File: config.mk
export PLATFORM = sky130hd
export DESIGN_NAME = i2c_master_top
export DESIGN_NICKNAME = d
export VERILOG_FILES = /design/src/i2c_bus_pkg.sv /design/src/i2c_host_pkg.sv /design/src/i2c_cmd_if.sv /design/src/i2c_line_io.sv /design/src/i2c_master_fsm.sv /design/src/i2c_master_top.sv /design/src/i2c_scl_gen.sv
export SDC_FILE = /design/constraint.sdc
export NUM_CORES = 1
export LEC_CHECK = 0
export BUFFER_PORTS_ARGS = -buffer_cell sky130_fd_sc_hd__buf_2
export CAP_MARGIN = 0
export CORE_MARGIN = 3
export CORE_UTILIZATION = 45
export DETAILED_ROUTE_END_ITERATION = 16
export PLACE_DENSITY = 0.68
export RECOVER_POWER = 50
export SLEW_MARGIN = 20
export SYNTH_ARGS = -nofsm -noshare
export SYNTH_HDL_FRONTEND = slang
export SYNTH_HIERARCHICAL = 1
export SYNTH_SLANG_ARGS = --single-unit
File: constraint.sdc
create_clock -name clk_i -period 1.8 [get_ports clk_i]
set_input_delay 0.09 -clock clk_i [delete_from_list [all_inputs] [get_ports clk_i]]
set_output_delay 0.09 -clock clk_i [all_outputs]
set_load 0.05 [all_outputs]
File: src/i2c_bus_pkg.sv
package i2c_bus_pkg;

	// Clock cycles per quarter of an SCL bit period.
	localparam int QTR_CYCLES = 4;

	// Width of the quarter-bit divider counter.
	localparam int QTR_CNT_W = $clog2(QTR_CYCLES);

	// Quarters of one bit.
	// SCL is held low in Q0 and Q1 and released in Q2 and Q3.
	typedef enum logic [1:0] {
		PH_Q0 = 2'd0,
		PH_Q1 = 2'd1,
		PH_Q2 = 2'd2,
		PH_Q3 = 2'd3
	} bit_phase_t;

	// Open-drain requests.
	// A set bit pulls the line low; a clear bit leaves it to the pull-up.
	typedef struct packed {
		logic scl_low;
		logic sda_low;
	} line_drv_t;

endpackage

File: src/i2c_host_pkg.sv
package i2c_host_pkg;

	// Target address and data byte widths.
	localparam int ADDR_W = 7;
	localparam int DATA_W = 8;

	// One host command.
	// Bit rw set means a read from the target.
	typedef struct packed {
		logic              rw;
		logic [ADDR_W-1:0] addr;
		logic [DATA_W-1:0] wdata;
	} i2c_cmd_t;

	// Result of one transaction, valid with the done pulse.
	typedef struct packed {
		logic [DATA_W-1:0] rdata;
		logic              addr_nack;
		logic              data_nack;
	} i2c_rsp_t;

	// Sequencer states.
	// Every state except idle lasts a whole number of bit periods.
	typedef enum logic [3:0] {
		ST_IDLE     = 4'd0,
		ST_START    = 4'd1,
		ST_ADDR     = 4'd2,
		ST_ACK_ADDR = 4'd3,
		ST_WDATA    = 4'd4,
		ST_ACK_DATA = 4'd5,
		ST_RDATA    = 4'd6,
		ST_MACK     = 4'd7,
		ST_STOP     = 4'd8
	} ctl_state_t;

endpackage

File: src/i2c_cmd_if.sv
`timescale 1ns/10ps

module i2c_cmd_if import i2c_host_pkg::*; (
	input  logic              clk_i,
	input  logic              rst,
	input  logic              sel_i,
	input  logic              enable_i,
	input  logic              write_i,
	input  logic [ADDR_W-1:0] addr_i,
	input  logic [DATA_W-1:0] wdata_i,
	input  logic              done_i,
	output logic              ready_o,
	output logic              cmd_valid_o,
	output i2c_cmd_t          cmd_o
);

	logic accept;

	// Setup phase seen while idle.
	assign accept = sel_i && !enable_i && ready_o;

	always_ff @(posedge clk_i) begin
		if (rst) begin
			ready_o     <= 1'b1;
			cmd_valid_o <= 1'b0;
		end else begin
			cmd_valid_o <= accept;
			if (accept) begin
				ready_o <= 1'b0;
			end else if (done_i) begin
				ready_o <= 1'b1;
			end
		end
	end

	// Command stays put until the next accepted setup phase.
	always_ff @(posedge clk_i) begin
		if (accept) begin
			cmd_o.rw    <= ~write_i;
			cmd_o.addr  <= addr_i;
			cmd_o.wdata <= wdata_i;
		end
	end

endmodule

File: src/i2c_line_io.sv
`timescale 1ns/10ps

module i2c_line_io import i2c_bus_pkg::*; (
	input  logic      clk_i,
	input  logic      rst,
	input  line_drv_t drv_i,
	input  logic      sda_i,
	output logic      scl_oe_o,
	output logic      sda_oe_o,
	output logic      sda_sync_o
);

	logic sda_meta_q;

	// Pin drivers straight from flops.
	always_ff @(posedge clk_i) begin
		if (rst) begin
			scl_oe_o <= 1'b0;
			sda_oe_o <= 1'b0;
		end else begin
			scl_oe_o <= drv_i.scl_low;
			sda_oe_o <= drv_i.sda_low;
		end
	end

	// Two-stage synchronizer, idles at the pulled-up level.
	always_ff @(posedge clk_i) begin
		if (rst) begin
			sda_meta_q <= 1'b1;
			sda_sync_o <= 1'b1;
		end else begin
			sda_meta_q <= sda_i;
			sda_sync_o <= sda_meta_q;
		end
	end

endmodule

File: src/i2c_master_fsm.sv
`timescale 1ns/10ps

module i2c_master_fsm import i2c_bus_pkg::*, i2c_host_pkg::*; (
	input  logic       clk_i,
	input  logic       rst,
	input  logic       cmd_valid_i,
	input  i2c_cmd_t   cmd_i,
	input  logic       qtick_i,
	input  bit_phase_t phase_i,
	input  logic       sda_sync_i,
	output logic       run_o,
	output line_drv_t  drv_o,
	output logic       done_o,
	output i2c_rsp_t   rsp_o
);

	ctl_state_t        state_q;
	ctl_state_t        state_d;
	logic [2:0]        bit_cnt_q;
	logic [DATA_W-1:0] tx_q;
	logic [DATA_W-1:0] rx_q;
	logic [DATA_W-1:0] wdata_q;
	logic              rw_q;
	logic              sda_low_q;
	logic              sda_q0_d;
	logic              addr_nack_q;
	logic              data_nack_q;
	logic              start_cmd;
	logic              tick_q0;
	logic              tick_q2;
	logic              tick_q3;
	logic              shift_state;

	assign start_cmd = cmd_valid_i && (state_q == ST_IDLE);
	assign tick_q0   = qtick_i && (phase_i == PH_Q0);
	assign tick_q2   = qtick_i && (phase_i == PH_Q2);
	assign tick_q3   = qtick_i && (phase_i == PH_Q3);

	assign shift_state = (state_q == ST_ADDR) || (state_q == ST_WDATA)
		|| (state_q == ST_RDATA);

	always_comb begin
		state_d = state_q;
		if (state_q == ST_IDLE) begin
			if (cmd_valid_i)
				state_d = ST_START;
		end else if (tick_q3) begin
			case (state_q)
				ST_START:    state_d = ST_ADDR;
				ST_ADDR:     state_d = (bit_cnt_q == 3'd0) ? ST_ACK_ADDR : ST_ADDR;
				ST_ACK_ADDR: begin
					// No acknowledge, so the data byte is skipped.
					if (addr_nack_q)
						state_d = ST_STOP;
					else if (rw_q)
						state_d = ST_RDATA;
					else
						state_d = ST_WDATA;
				end
				ST_WDATA:    state_d = (bit_cnt_q == 3'd0) ? ST_ACK_DATA : ST_WDATA;
				ST_ACK_DATA: state_d = ST_STOP;
				ST_RDATA:    state_d = (bit_cnt_q == 3'd0) ? ST_MACK : ST_RDATA;
				ST_MACK:     state_d = ST_STOP;
				default:     state_d = ST_IDLE;
			endcase
		end
	end

	// SDA level taken at the end of Q0, while SCL is low.
	// Acknowledge slots, read bits and the master NACK leave SDA released.
	always_comb begin
		case (state_q)
			ST_START, ST_STOP: sda_q0_d = 1'b1;
			ST_ADDR, ST_WDATA: sda_q0_d = ~tx_q[DATA_W-1];
			default:           sda_q0_d = 1'b0;
		endcase
	end

	always_ff @(posedge clk_i) begin
		if (rst) begin
			state_q     <= ST_IDLE;
			sda_low_q   <= 1'b0;
			done_o      <= 1'b0;
			bit_cnt_q   <= 3'd7;
			addr_nack_q <= 1'b0;
			data_nack_q <= 1'b0;
		end else begin
			state_q <= state_d;
			done_o  <= tick_q3 && (state_q == ST_STOP);
			if (tick_q0) begin
				sda_low_q <= sda_q0_d;
			end else if (tick_q2 && (state_q == ST_STOP)) begin
				sda_low_q <= 1'b0;
			end
			if (start_cmd) begin
				bit_cnt_q   <= 3'd7;
				addr_nack_q <= 1'b0;
				data_nack_q <= 1'b0;
			end else begin
				// Wraps back to 7 after the last bit of a byte.
				if (tick_q3 && shift_state)
					bit_cnt_q <= bit_cnt_q - 3'd1;
				if (tick_q2 && (state_q == ST_ACK_ADDR))
					addr_nack_q <= sda_sync_i;
				if (tick_q2 && (state_q == ST_ACK_DATA))
					data_nack_q <= sda_sync_i;
			end
		end
	end

	always_ff @(posedge clk_i) begin
		if (start_cmd) begin
			tx_q    <= {cmd_i.addr, cmd_i.rw};
			wdata_q <= cmd_i.wdata;
			rw_q    <= cmd_i.rw;
			rx_q    <= '0;
		end else begin
			if (tick_q0 && ((state_q == ST_ADDR) || (state_q == ST_WDATA)))
				tx_q <= {tx_q[DATA_W-2:0], 1'b0};
			else if (tick_q3 && (state_q == ST_ACK_ADDR))
				tx_q <= wdata_q;
			// MSB arrives first.
			if (tick_q2 && (state_q == ST_RDATA))
				rx_q <= {rx_q[DATA_W-2:0], sda_sync_i};
		end
	end

	assign run_o = (state_q != ST_IDLE);

	// SCL stays released through the whole START bit.
	assign drv_o.scl_low = run_o && (state_q != ST_START)
		&& ((phase_i == PH_Q0) || (phase_i == PH_Q1));
	assign drv_o.sda_low = sda_low_q;

	assign rsp_o.rdata     = rx_q;
	assign rsp_o.addr_nack = addr_nack_q;
	assign rsp_o.data_nack = data_nack_q;

endmodule

File: src/i2c_master_top.sv
`timescale 1ns/10ps

module i2c_master_top import i2c_bus_pkg::*, i2c_host_pkg::*; (
	input  logic              clk_i,
	input  logic              rst,
	input  logic              sel_i,
	input  logic              enable_i,
	input  logic              write_i,
	input  logic [ADDR_W-1:0] addr_i,
	input  logic [DATA_W-1:0] wdata_i,
	input  logic              sda_i,
	output logic [DATA_W-1:0] rdata_o,
	output logic              addr_nack_o,
	output logic              data_nack_o,
	output logic              ready_o,
	output logic              done_o,
	output logic              scl_oe_o,
	output logic              sda_oe_o
);

	logic       cmd_valid;
	i2c_cmd_t   cmd;
	logic       run;
	logic       qtick;
	bit_phase_t phase;
	line_drv_t  drv;
	logic       sda_sync;
	i2c_rsp_t   rsp;

	i2c_cmd_if u_cmd_if (
		.clk_i       (clk_i),
		.rst         (rst),
		.sel_i       (sel_i),
		.enable_i    (enable_i),
		.write_i     (write_i),
		.addr_i      (addr_i),
		.wdata_i     (wdata_i),
		.done_i      (done_o),
		.ready_o     (ready_o),
		.cmd_valid_o (cmd_valid),
		.cmd_o       (cmd)
	);

	i2c_scl_gen u_scl_gen (
		.clk_i   (clk_i),
		.rst     (rst),
		.run_i   (run),
		.qtick_o (qtick),
		.phase_o (phase)
	);

	i2c_master_fsm u_fsm (
		.clk_i       (clk_i),
		.rst         (rst),
		.cmd_valid_i (cmd_valid),
		.cmd_i       (cmd),
		.qtick_i     (qtick),
		.phase_i     (phase),
		.sda_sync_i  (sda_sync),
		.run_o       (run),
		.drv_o       (drv),
		.done_o      (done_o),
		.rsp_o       (rsp)
	);

	i2c_line_io u_line_io (
		.clk_i      (clk_i),
		.rst        (rst),
		.drv_i      (drv),
		.sda_i      (sda_i),
		.scl_oe_o   (scl_oe_o),
		.sda_oe_o   (sda_oe_o),
		.sda_sync_o (sda_sync)
	);

	assign rdata_o     = rsp.rdata;
	assign addr_nack_o = rsp.addr_nack;
	assign data_nack_o = rsp.data_nack;

endmodule

File: src/i2c_scl_gen.sv
`timescale 1ns/10ps

module i2c_scl_gen import i2c_bus_pkg::*; (
	input  logic       clk_i,
	input  logic       rst,
	input  logic       run_i,
	output logic       qtick_o,
	output bit_phase_t phase_o
);

	logic [QTR_CNT_W-1:0] cnt_q;
	bit_phase_t           phase_q;

	// Last cycle of the current quarter.
	// The counter sits at zero while stopped, so no tick leaks out.
	assign qtick_o = (cnt_q == QTR_CNT_W'(QTR_CYCLES - 1));
	assign phase_o = phase_q;

	always_ff @(posedge clk_i) begin
		if (rst || !run_i) begin
			cnt_q   <= '0;
			phase_q <= PH_Q0;
		end else if (qtick_o) begin
			cnt_q   <= '0;
			phase_q <= bit_phase_t'(phase_q + 2'd1);
		end else begin
			cnt_q <= cnt_q + 1'b1;
		end
	end

endmodule

==> results of run 1 <==
==> registers in the layout, summed over array words and instances (netlist names), 2 cells and up <==
signal and cells:
u_fsm/wdata_q 8, u_fsm/rx_q 8, u_scl_gen/phase_o 2, u_scl_gen/cnt_q 2, u_fsm/bit_cnt_q 3, u_cmd_if/cmd_o 16, u_fsm/state_q 4, u_fsm/tx_q 8
==> logic make-up after synthesis <==
| kind of cell | share of synthesized area, % |
|---|---|
| AOI/OAI and AO/OA | 5.57 |
| xor gates and xnor gates | 1.43 |
| adders and majority gates | 2.04 |
| buffers and inverters | 3.58 |
| DFF | 64.1 |
| muxes | 6.95 |
| and+or+nand+nor | 16.3 |
==> critical path: cells and delay by family (launching register included) <==
family	cells	cell delay, ns
AND/OR/NAND/NOR	2	0.49
flip-flops	1	0.35
adder cells (fa/ha/maj)	1	0.21
buffers and inverters	1	0.19
multiplexers	1	0.14
AO/OA/AOI/OAI	1	0.08
==> power groups by stage <==
stage                     clock (mW)  combinational [mW]  sequential [mW]
after detailed placement           0               0.131             1.58
final                           1.60               0.157             1.55
after floorplan                    0              0.0801             1.59
after global routing            1.71               0.174             1.56
after CTS                       1.65               0.159             1.55
after global placement             0               0.129             1.58
==> placed cells by master, fill, tap and decap left out, drive strengths merged, types with 2 or more instances in the layout <==
cell type	n
inv	7
nand4	2
a211oi	2
clkbuf	24
nor2b	2
or2	3
nor2	20
nor3b	4
edfxtp	33
dfxtp	29
nor3	8
xnor2	2
dlygate4sd3	17
xor2	2
mux2i	17
buf	32
bufinv	4
nand2	14
ha	4
a21oi	4
nand2b	4
and3b	2
o21ai	9
nand3	4
==> metal layers <==
metal	track usage, %	vias to the layer above	wire length, um
met3	4.29	6	181
li1	-	828	-
met4	7.60	0	53
met2	23.0	38	1970
met1	18.3	750	1940
met5	0	-	0
==> stage by stage <==
stage | setup slack (ns) | util (%) | TNS [ns] | power (mW) | cells
final | 0.0715 | 61.0 | 0 | 3.31 | 335
after global placement | 0.138 | 52.9 | 0 | 1.71 | 302
after CTS | 0.0345 | 61.3 | 0 | 3.36 | 335
after detailed placement | 0.0397 | 52.9 | 0 | 1.71 | 302
after floorplan | 0.0681 | - | 0 | 1.67 | 196
after global routing | -0.0564 | 61.0 | -0.601 | 3.44 | 335
==> final cells by class <==
| cell class | count | area share (%) |
|---|---|---|
| flip-flops and latches | 62 | 49.8 |
| multi-input cells | 118 | 25.3 |
| clock buffers | 9 | 3.93 |
| well taps | 70 | 2.78 |
| inverters | 5 | 0.595 |
| clock inverters | 7 | 4.52 |
| repair buffers | 64 | 13.1 |
==> repair_timing <==
action	4_1_cts	5_1_grt
endpoints found under the setup margin	0	27
gates resized for setup	0	1
hold endpoints to repair	17	0
hold buffers	17	0
==> path summary, 6_finish.rpt <==
check,cells after the start,end
max,6,u_fsm/tx_q[1]
min,2,u_cmd_if/cmd_valid_o
max reg2reg,6,u_fsm/tx_q[1]
min reg2reg,0,u_fsm/wdata_q[1]
==> impl_metrics.tcl, run 1 <==
set metrics [dict create \
    hold_path.startpoint "enable_i" \
    power.internal_mw 2.68 \
    grt_first_pass_wirelength_mm 7.04 \
    timing.final.crit_share_pct 96.0 \
    yosys_most_used_dff "edfxtp_1" \
    netSwitchingPower_mw 0.639 \
    switching_share_pct 19.3 \
    power_frac_clock_pct 48.4 \
    synth-seq-cells 62 \
    dp_hpwl_mm 2.75 \
    crit-reg2reg-launch "u_scl_gen/cnt_q[0]" \
    synth_top_cell_area_share_pct 40.4 \
    worstHoldPathType "in2reg" \
    postSynthNetCount 221 \
    deepest_clock_path_buffer_count 2 \
    cts_tree "done" \
    h_tree_lvls 3 \
    max_stage_delay_ns 0.35 \
    antenna_violating_nets_post_route 0 \
    register_area_sq_um 1570 \
    syn-instance-count 196 \
    syn_area_sq_um 2450 \
    die_h_um 79.8 \
    tritoncts.num_buffers 9 \
    via_count_of_the_first_global_routing_pass 1616 \
    initial_core_util_pct 47.4 \
    synth_edf_count 33 \
    synth.area.top_cells "edfxtp_1, dfxtp_1, mux2i_1" \
    cts-root-buf "clkbuf_8" \
    final-hold-violation-count 0 \
    setup_repair_after_global_routing_missed_its_margin "yes" \
    worstPathArrival_ns 1.80 \
    power_frac_comb_pct 4.7 \
    clock.fmax_mhz 579 \
    totalWireLength_mm 4.15 \
    synth_most_common_cell "edfxtp_1" \
    multi_input_comb_area_sq_um 797 \
    postSynth.asyncResetShare_pct 0 \
    finalHoldWorstSlack_ns 0.0895 \
    final-setup-viol-count 0 \
    placement.cell_area_sq_um 2740 \
    ys.warnings.count 6 \
    final_layout_size_suffix_gt1_share_pct 20.8 \
    areaGrowthSynthToFinish_pct 28.8 \
    crit_slowest_cell "dfxtp_1" \
    worst-r2r-setup-slack_ns 0.07 \
    endpoint_kind "flip-flop" \
    crit_type "reg2reg" \
    antennaDiodeCount 0 \
    route.detailed.wl_per_inst_um 12.4 \
    crit_path_max_fanout 5 \
    insertion_delay_ns 0.33 \
    skew_ns 0.00580 \
    design.die.area_sq_um 6370 \
    finish.instance_area_sq_um 3160 \
    clk_transition_reported_paths_ns 0.07 \
    post_cts.repair.setup_buffers 0 \
    antenna_found_initial 0 \
    maxCapViolations 0 \
    drt-initial-drc-count 95 \
    boundaryPins 35 \
    via_per_inst 4.84 \
    slew-limit-headroom_pct 46.5 \
    cts_num_sinks 62 \
    io_port_bufs 34 \
    list_of_most_frequent_post_synthesis_cells "edfxtp_1, dfxtp_1, nor2_1" \
    core_area_sq_um 5170 \
    worst_ep_required_time_ns 1.87 \
    timing.critical_path.from_type "flip-flop" \
    nNetsFinal 285 \
    place_congestion 0.861 \
    yosysSeqAreaShare_pct 64.1 \
    dr.pass1.iters 4 \
    ir_drop_v 0.000651 \
    cp_cell_sequence "ha_1 -> nor3b_1 -> nand3_2 -> buf_4 -> mux2i_1 -> o21ai_0" \
    rows 26 \
    nFillCells 430 \
    synthDistinctLibCells 44 \
    final_min_period_ns 1.73 \
    grt-ovfl-total 0 \
    drc 0 \
    syn_area_per_cell_sq_um 12.5 \
    timing.final.max_slew_violations 0 \
    share_seq_of_total_power_pct 46.9 \
    synth_area_leader_cell "edfxtp_1" \
    num_vias 1622 \
    grt_start_max_net_pins 33 \
    outcome "complete, no violations" \
    die_w_um 79.8 \
    power_per_cell_area_nw_per_um2 1050 \
    all_layer_gr_usage_pct 14.7 \
    power.static_leakage_nw 1.33 \
    tightest_slew_ns 0.803 \
    crit_path_start "u_scl_gen/cnt_q[0]" \
]
No activity file was read; power rests on OpenSTA's default activity.
==> inputs of run 2 (changes only) <==
Settings changed: PLACE_DENSITY 0.68 to unset, PLACE_DENSITY_LB_ADDON set to 0.08.
==> run 2 against run 1 <==
  * Utilization shrank 1.2 points
  * Final area fell by 2.0%
  * Cell count did not move
  * Maximum frequency increased by 2.1%
  * Critical path type unchanged
  * Largest cell class unchanged
==> impl_metrics.tcl, run 2 (synthesized netlist as in run 1, its figures left out) <==
set metrics [dict create \
    slew-limit-headroom_pct 59.6 \
    worstHoldPathType "in2reg" \
    share_seq_of_total_power_pct 53.9 \
    power.static_leakage_nw 1.30 \
    boundaryPins 35 \
    areaGrowthSynthToFinish_pct 26.2 \
    worstPathArrival_ns 1.77 \
    cts_num_sinks 62 \
    via_count_of_the_first_global_routing_pass 1694 \
    worst_ep_required_time_ns 1.88 \
    num_vias 1665 \
    totalWireLength_mm 4.52 \
    cts_tree "done" \
    core_area_sq_um 5170 \
    netSwitchingPower_mw 0.607 \
    nNetsFinal 285 \
    maxUsedRoutingLayer "met4" \
    tritoncts.num_buffers 9 \
    place_congestion 0.796 \
    met3_wirelength_um 137 \
    power_frac_clock_pct 40.5 \
    crit_path_max_fanout 10 \
    initial_core_util_pct 47.4 \
    clock.fmax_mhz 591 \
    dp_hpwl_mm 3.03 \
    final_min_period_ns 1.69 \
    h_tree_lvls 3 \
    io_port_bufs 34 \
    clk_transition_reported_paths_ns 0.07 \
    deepest_clock_path_buffer_count 2 \
    die_w_um 79.8 \
    cpLargestDelayFamily "flip-flops" \
    via_per_inst 4.97 \
    grt-ovfl-total 0 \
    grt_first_pass_wirelength_mm 7.69 \
    nFillCells 429 \
    biggest_register "u_cmd_if/cmd_o" \
    timing.critical_path.from_type "flip-flop" \
    endpoint_kind "flip-flop" \
    crit_slowest_cell "dfxtp_1" \
    antenna_found_initial 0 \
    final-setup-viol-count 0 \
    insertion_delay_ns 0.33 \
    setup_repair_after_global_routing_missed_its_margin "yes" \
    die_h_um 79.8 \
    post_cts.repair.setup_buffers 0 \
    antenna_violating_nets_post_route 0 \
    cts-root-buf "clkbuf_8" \
    setup-tns-final_ns 0 \
    most_frequent_cells_in_the_layout "edfxtp_1, dfxtp_1, buf_2" \
    antennaDiodeCount 0 \
    largest_register_ff_count 16 \
    timing.final.max_slew_violations 0 \
    tightest_slew_ns 0.608 \
    final-hold-violation-count 0 \
    crit_type "reg2reg" \
    total_power_mw 2.88 \
    commonest_non_fill_non_tap_cell_in_the_layout "edfxtp_1" \
    drc 0 \
    switching_share_pct 21.0 \
    route.met2.wl_mm 2.29 \
    power.internal_mw 2.28 \
    cp_cell_sequence "xor2_1 -> nand3_2 -> buf_4 -> mux2i_1 -> o21ai_0" \
    design.die.area_sq_um 6370 \
    drt-initial-drc-count 106 \
    rows 26 \
    timing.final.crit_share_pct 94.0 \
    maxCapViolations 0 \
    outcome "complete, no violations" \
    all_layer_gr_usage_pct 16.2 \
    max_stage_delay_ns 0.52 \
    power_per_cell_area_nw_per_um2 933 \
    cp.buffers_inverters 1 \
    final-instance-count-excl-fill 335 \
    skew_ns 0.0110 \
    route.detailed.wl_per_inst_um 13.5 \
    power_frac_comb_pct 5.6 \
    ir_drop_v 0.000589 \
    final_layout_size_suffix_gt1_share_pct 21.1 \
    m1WireLength_mm 2.02 \
    placedCellCount 302 \
    dr.pass1.iters 7 \
    grt_start_max_net_pins 26 \
]
==> run 2: final cells by class <==
class | count | area (sq um) | area share (%)
sequential | 62 | 1570 | 50.8
multi-input combinational | 118 | 805 | 26.0
timing repair buffer | 64 | 419 | 13.6
clock buffer | 11 | 141 | 4.57
tap | 70 | 87.6 | 2.83
clock inverter | 5 | 48.8 | 1.58
inverter | 5 | 18.8 | 0.607
==> run 2: power groups by stage <==
| stage | clock (mW) | sequential [mW] | combinational, mW |
|---|---|---|---|
| after global placement | 0 | 1.58 | 0.128 |
| after global routing | 1.28 | 1.56 | 0.178 |
| after CTS | 1.21 | 1.56 | 0.161 |
| after floorplan | 0 | 1.59 | 0.0801 |
| after detailed placement | 0 | 1.59 | 0.133 |
| final | 1.17 | 1.56 | 0.161 |
==> run 2: path summary, 6_finish.rpt <==
kind / from / cells past startpoint / endpoint / slack, ns
worst max-delay path: u_fsm/state_q[2] / 5 / u_fsm/tx_q[1] / 0.11
worst min-delay path: enable_i / 2 / u_cmd_if/cmd_valid_o / 0.09
worst max register to register: u_fsm/state_q[2] / 5 / u_fsm/tx_q[1] / 0.11
worst min register to register: u_line_io/sda_meta_q / 1 / u_line_io/sda_sync_o / 0.42
==> run 2: timing repair <==
action / in CTS / in global routing
hold buffers: 17 / 0
endpoints found under the hold margin: 17 / 0
resized for setup: 1 / 4
endpoints found under the setup margin: 2 / 16
pin swaps: 0 / 1
==> run 2: layer usage <==
layer / vias to the layer above / GRT usage [%]
met5: - / 0
met1: 793 / 18.4
met2: 29 / 26.8
met4: 0 / 7.94
met3: 6 / 5.98
li1: 837 / -
==> run 2: stage by stage <==
step	worst slack, ns	utilization (%)	hold slack, ns	instance area, sq um
after floorplan	0.0681	-	0.162	2450
after global placement	0.0911	52.9	0.266	2740
after detailed placement	0.0220	52.9	0.268	2740
after CTS	0.0341	60.0	0.0630	3100
after global routing	-0.0223	59.8	0.0743	3090
final	0.107	59.8	0.0864	3090
==> inputs of run 3 (changes only) <==
Settings changed: CORE_MARGIN 3 to unset.
==> run 3 against run 2 <==
  * Non-clock buffer count rose by 2
  * Cell count rose by 0.60%
  * Largest cell class unchanged
  * Via count fell by 1.4%
  * Sequential share of layout area fell by 0.082 points
  * Routed wire length rose by 0.55%
  * First-iteration DRC count fell by 54%
  * Critical path type unchanged
  * Clock-buffer cell count did not move
  * Worst hold slack got worse by 0.0064 ns
  * Worst setup slack improved by 0.023 ns
  * Largest power group unchanged
  * Sequential cell count did not move
==> impl_metrics.tcl, run 3 (synthesized netlist as in run 1, its figures left out) <==
set metrics [dict create \
    crit_type "reg2reg" \
    nNetsFinal 287 \
    grt-ovfl-total 0 \
    route.met2.wl_mm 2.35 \
    io_port_bufs 34 \
    slew-limit-headroom_pct 59.8 \
    r2r_end "u_fsm/tx_q[2]" \
    power.static_leakage_nw 1.31 \
    drt-initial-drc-count 49 \
    placedCellCount 304 \
    cts-root-buf "clkbuf_8" \
    rows 26 \
    via_count_of_the_first_global_routing_pass 1637 \
    most_frequent_cells_in_the_layout "edfxtp_1, dfxtp_1, buf_2" \
    place_worst_setup_slack_ns 0.0251 \
    ir_drop_v 0.000672 \
    timing.final.crit_share_pct 92.7 \
    design.die.area_sq_um 5740 \
    final-hold-violation-count 0 \
    antennaDiodeCount 0 \
    insertion_delay_ns 0.33 \
    antenna_found_initial 0 \
    dp_hpwl_mm 3.09 \
    timing.final.ws_setup_ns 0.131 \
    max_stage_delay_ns 0.44 \
    num_vias 1642 \
    finish.instance_area_sq_um 3100 \
    deepest_clock_path_buffer_count 2 \
    outcome "complete, no violations" \
    areaGrowthSynthToFinish_pct 26.4 \
    die_w_um 75.8 \
    maxCapViolations 0 \
    boundaryPins 35 \
    power_per_cell_area_nw_per_um2 919 \
    timing.critical_path.from_type "flip-flop" \
    drc 0 \
    timing.final.max_slew_violations 0 \
    worst-r2r-setup-slack_ns 0.13 \
    final_layout_size_suffix_gt1_share_pct 21.7 \
    critPathCapture "u_fsm/tx_q[2]" \
    fin_util_pct 59.9 \
    all_layer_gr_usage_pct 18.7 \
    crit_path_start "u_fsm/state_q[1]" \
    grt_first_pass_wirelength_mm 7.49 \
    total_power_mw 2.84 \
    crit_slowest_cell "dfxtp_1" \
    antenna_violating_nets_post_route 0 \
    reg2reg_depth 6 \
    final-setup-viol-count 0 \
    maxUsedRoutingLayer "met4" \
    clk_transition_reported_paths_ns 0.07 \
    h_tree_lvls 3 \
    biggest_register "u_cmd_if/cmd_o" \
    crit_path_max_fanout 6 \
    worstPathArrival_ns 1.75 \
    dr.pass1.iters 4 \
    cts_tree "done" \
    finalHoldWorstSlack_ns 0.0800 \
    cts_num_sinks 62 \
    cpMostUsedCell "buf_4" \
    final-instance-count-excl-fill 337 \
    route.detailed.wl_per_inst_um 13.5 \
    totalWireLength_mm 4.55 \
    met3_wirelength_um 191 \
    tightest_slew_ns 0.606 \
    worstHoldPathType "in2reg" \
    grt_start_max_net_pins 26 \
    tritoncts.num_buffers 9 \
    cp_cell_sequence "buf_4 -> xor2_1 -> nand3_2 -> buf_4 -> mux2i_1 -> o21ai_0" \
    crit-reg2reg-launch "u_fsm/state_q[1]" \
    endpoint_kind "flip-flop" \
    placement.cell_area_sq_um 2750 \
    place_congestion 0.820 \
    core_area_sq_um 5170 \
    skew_ns 0.00779 \
    commonest_non_fill_non_tap_cell_in_the_layout "edfxtp_1" \
    die_h_um 75.8 \
    worst_ep_required_time_ns 1.88 \
    clock.fmax_mhz 599 \
    post_cts.repair.setup_buffers 0 \
    via_per_inst 4.87 \
    largest_register_ff_count 16 \
    final_min_period_ns 1.67 \
    m1WireLength_mm 1.93 \
    initial_core_util_pct 47.4 \
    setup-tns-final_ns 0 \
]
## run 3: cell count changes in the layout (fill, tap and decap cells not counted), sizes merged
cell and change:
buf +2, inv +1, clkinv -1
## run 3: worst min path at each step
stage	startpoint	to	slack (ns)	depth (start not counted)
after floorplan	rst	u_line_io/scl_oe_o	0.16	1
after global placement	addr_i[2]	u_cmd_if/cmd_o[10]	0.27	1
after detailed placement	addr_i[1]	u_cmd_if/cmd_o[9]	0.27	1
after CTS	enable_i	u_cmd_if/cmd_valid_o	0.06	2
after global routing	enable_i	u_cmd_if/cmd_valid_o	0.07	2
final	enable_i	u_cmd_if/cmd_valid_o	0.08	2
## run 3: area by class of cell
cell class                 instances  area, sq um
clock buffer                      11          131
clock inverter                     5         50.0
fill                             466         2080
inverter                           5         18.8
multi-input combinational        118          807
sequential                        62         1570
tap                               70         87.6
timing repair buffer              66          430
## run 3: timing repair
| item | CTS | global route |
|---|---|---|
| resized for setup | 1 | 3 |
| setup endpoints to repair | 1 | 13 |
| hold buffers | 17 | 0 |
| endpoints found under the hold margin | 17 | 0 |
## run 3: metal layers
layer / vias up / GRT usage (%)
met3: 8 / 7.67
met4: 0 / 9.05
li1: 825 / -
met1: 776 / 21.1
met2: 33 / 30.6
met5: - / 0
## run 3: where the power goes
part | leakage [nW] | switching (mW) | total [mW] | internal, mW
Sequential | 0.539 | 0.0173 | 1.55 | 1.54
Clock | 0.0951 | 0.492 | 1.12 | 0.631
Combinational | 0.673 | 0.0887 | 0.170 | 0.0813
## run 3: worst max-delay path: cells and delay by family, from the launching register on
| kind | cells | cell delay (ns) |
|---|---|---|
| mux | 1 | 0.16 |
| flops | 1 | 0.44 |
| compound gates | 1 | 0.09 |
| buf+inv | 2 | 0.38 |
| xor+xnor | 1 | 0.21 |
| simple gates | 1 | 0.15 |
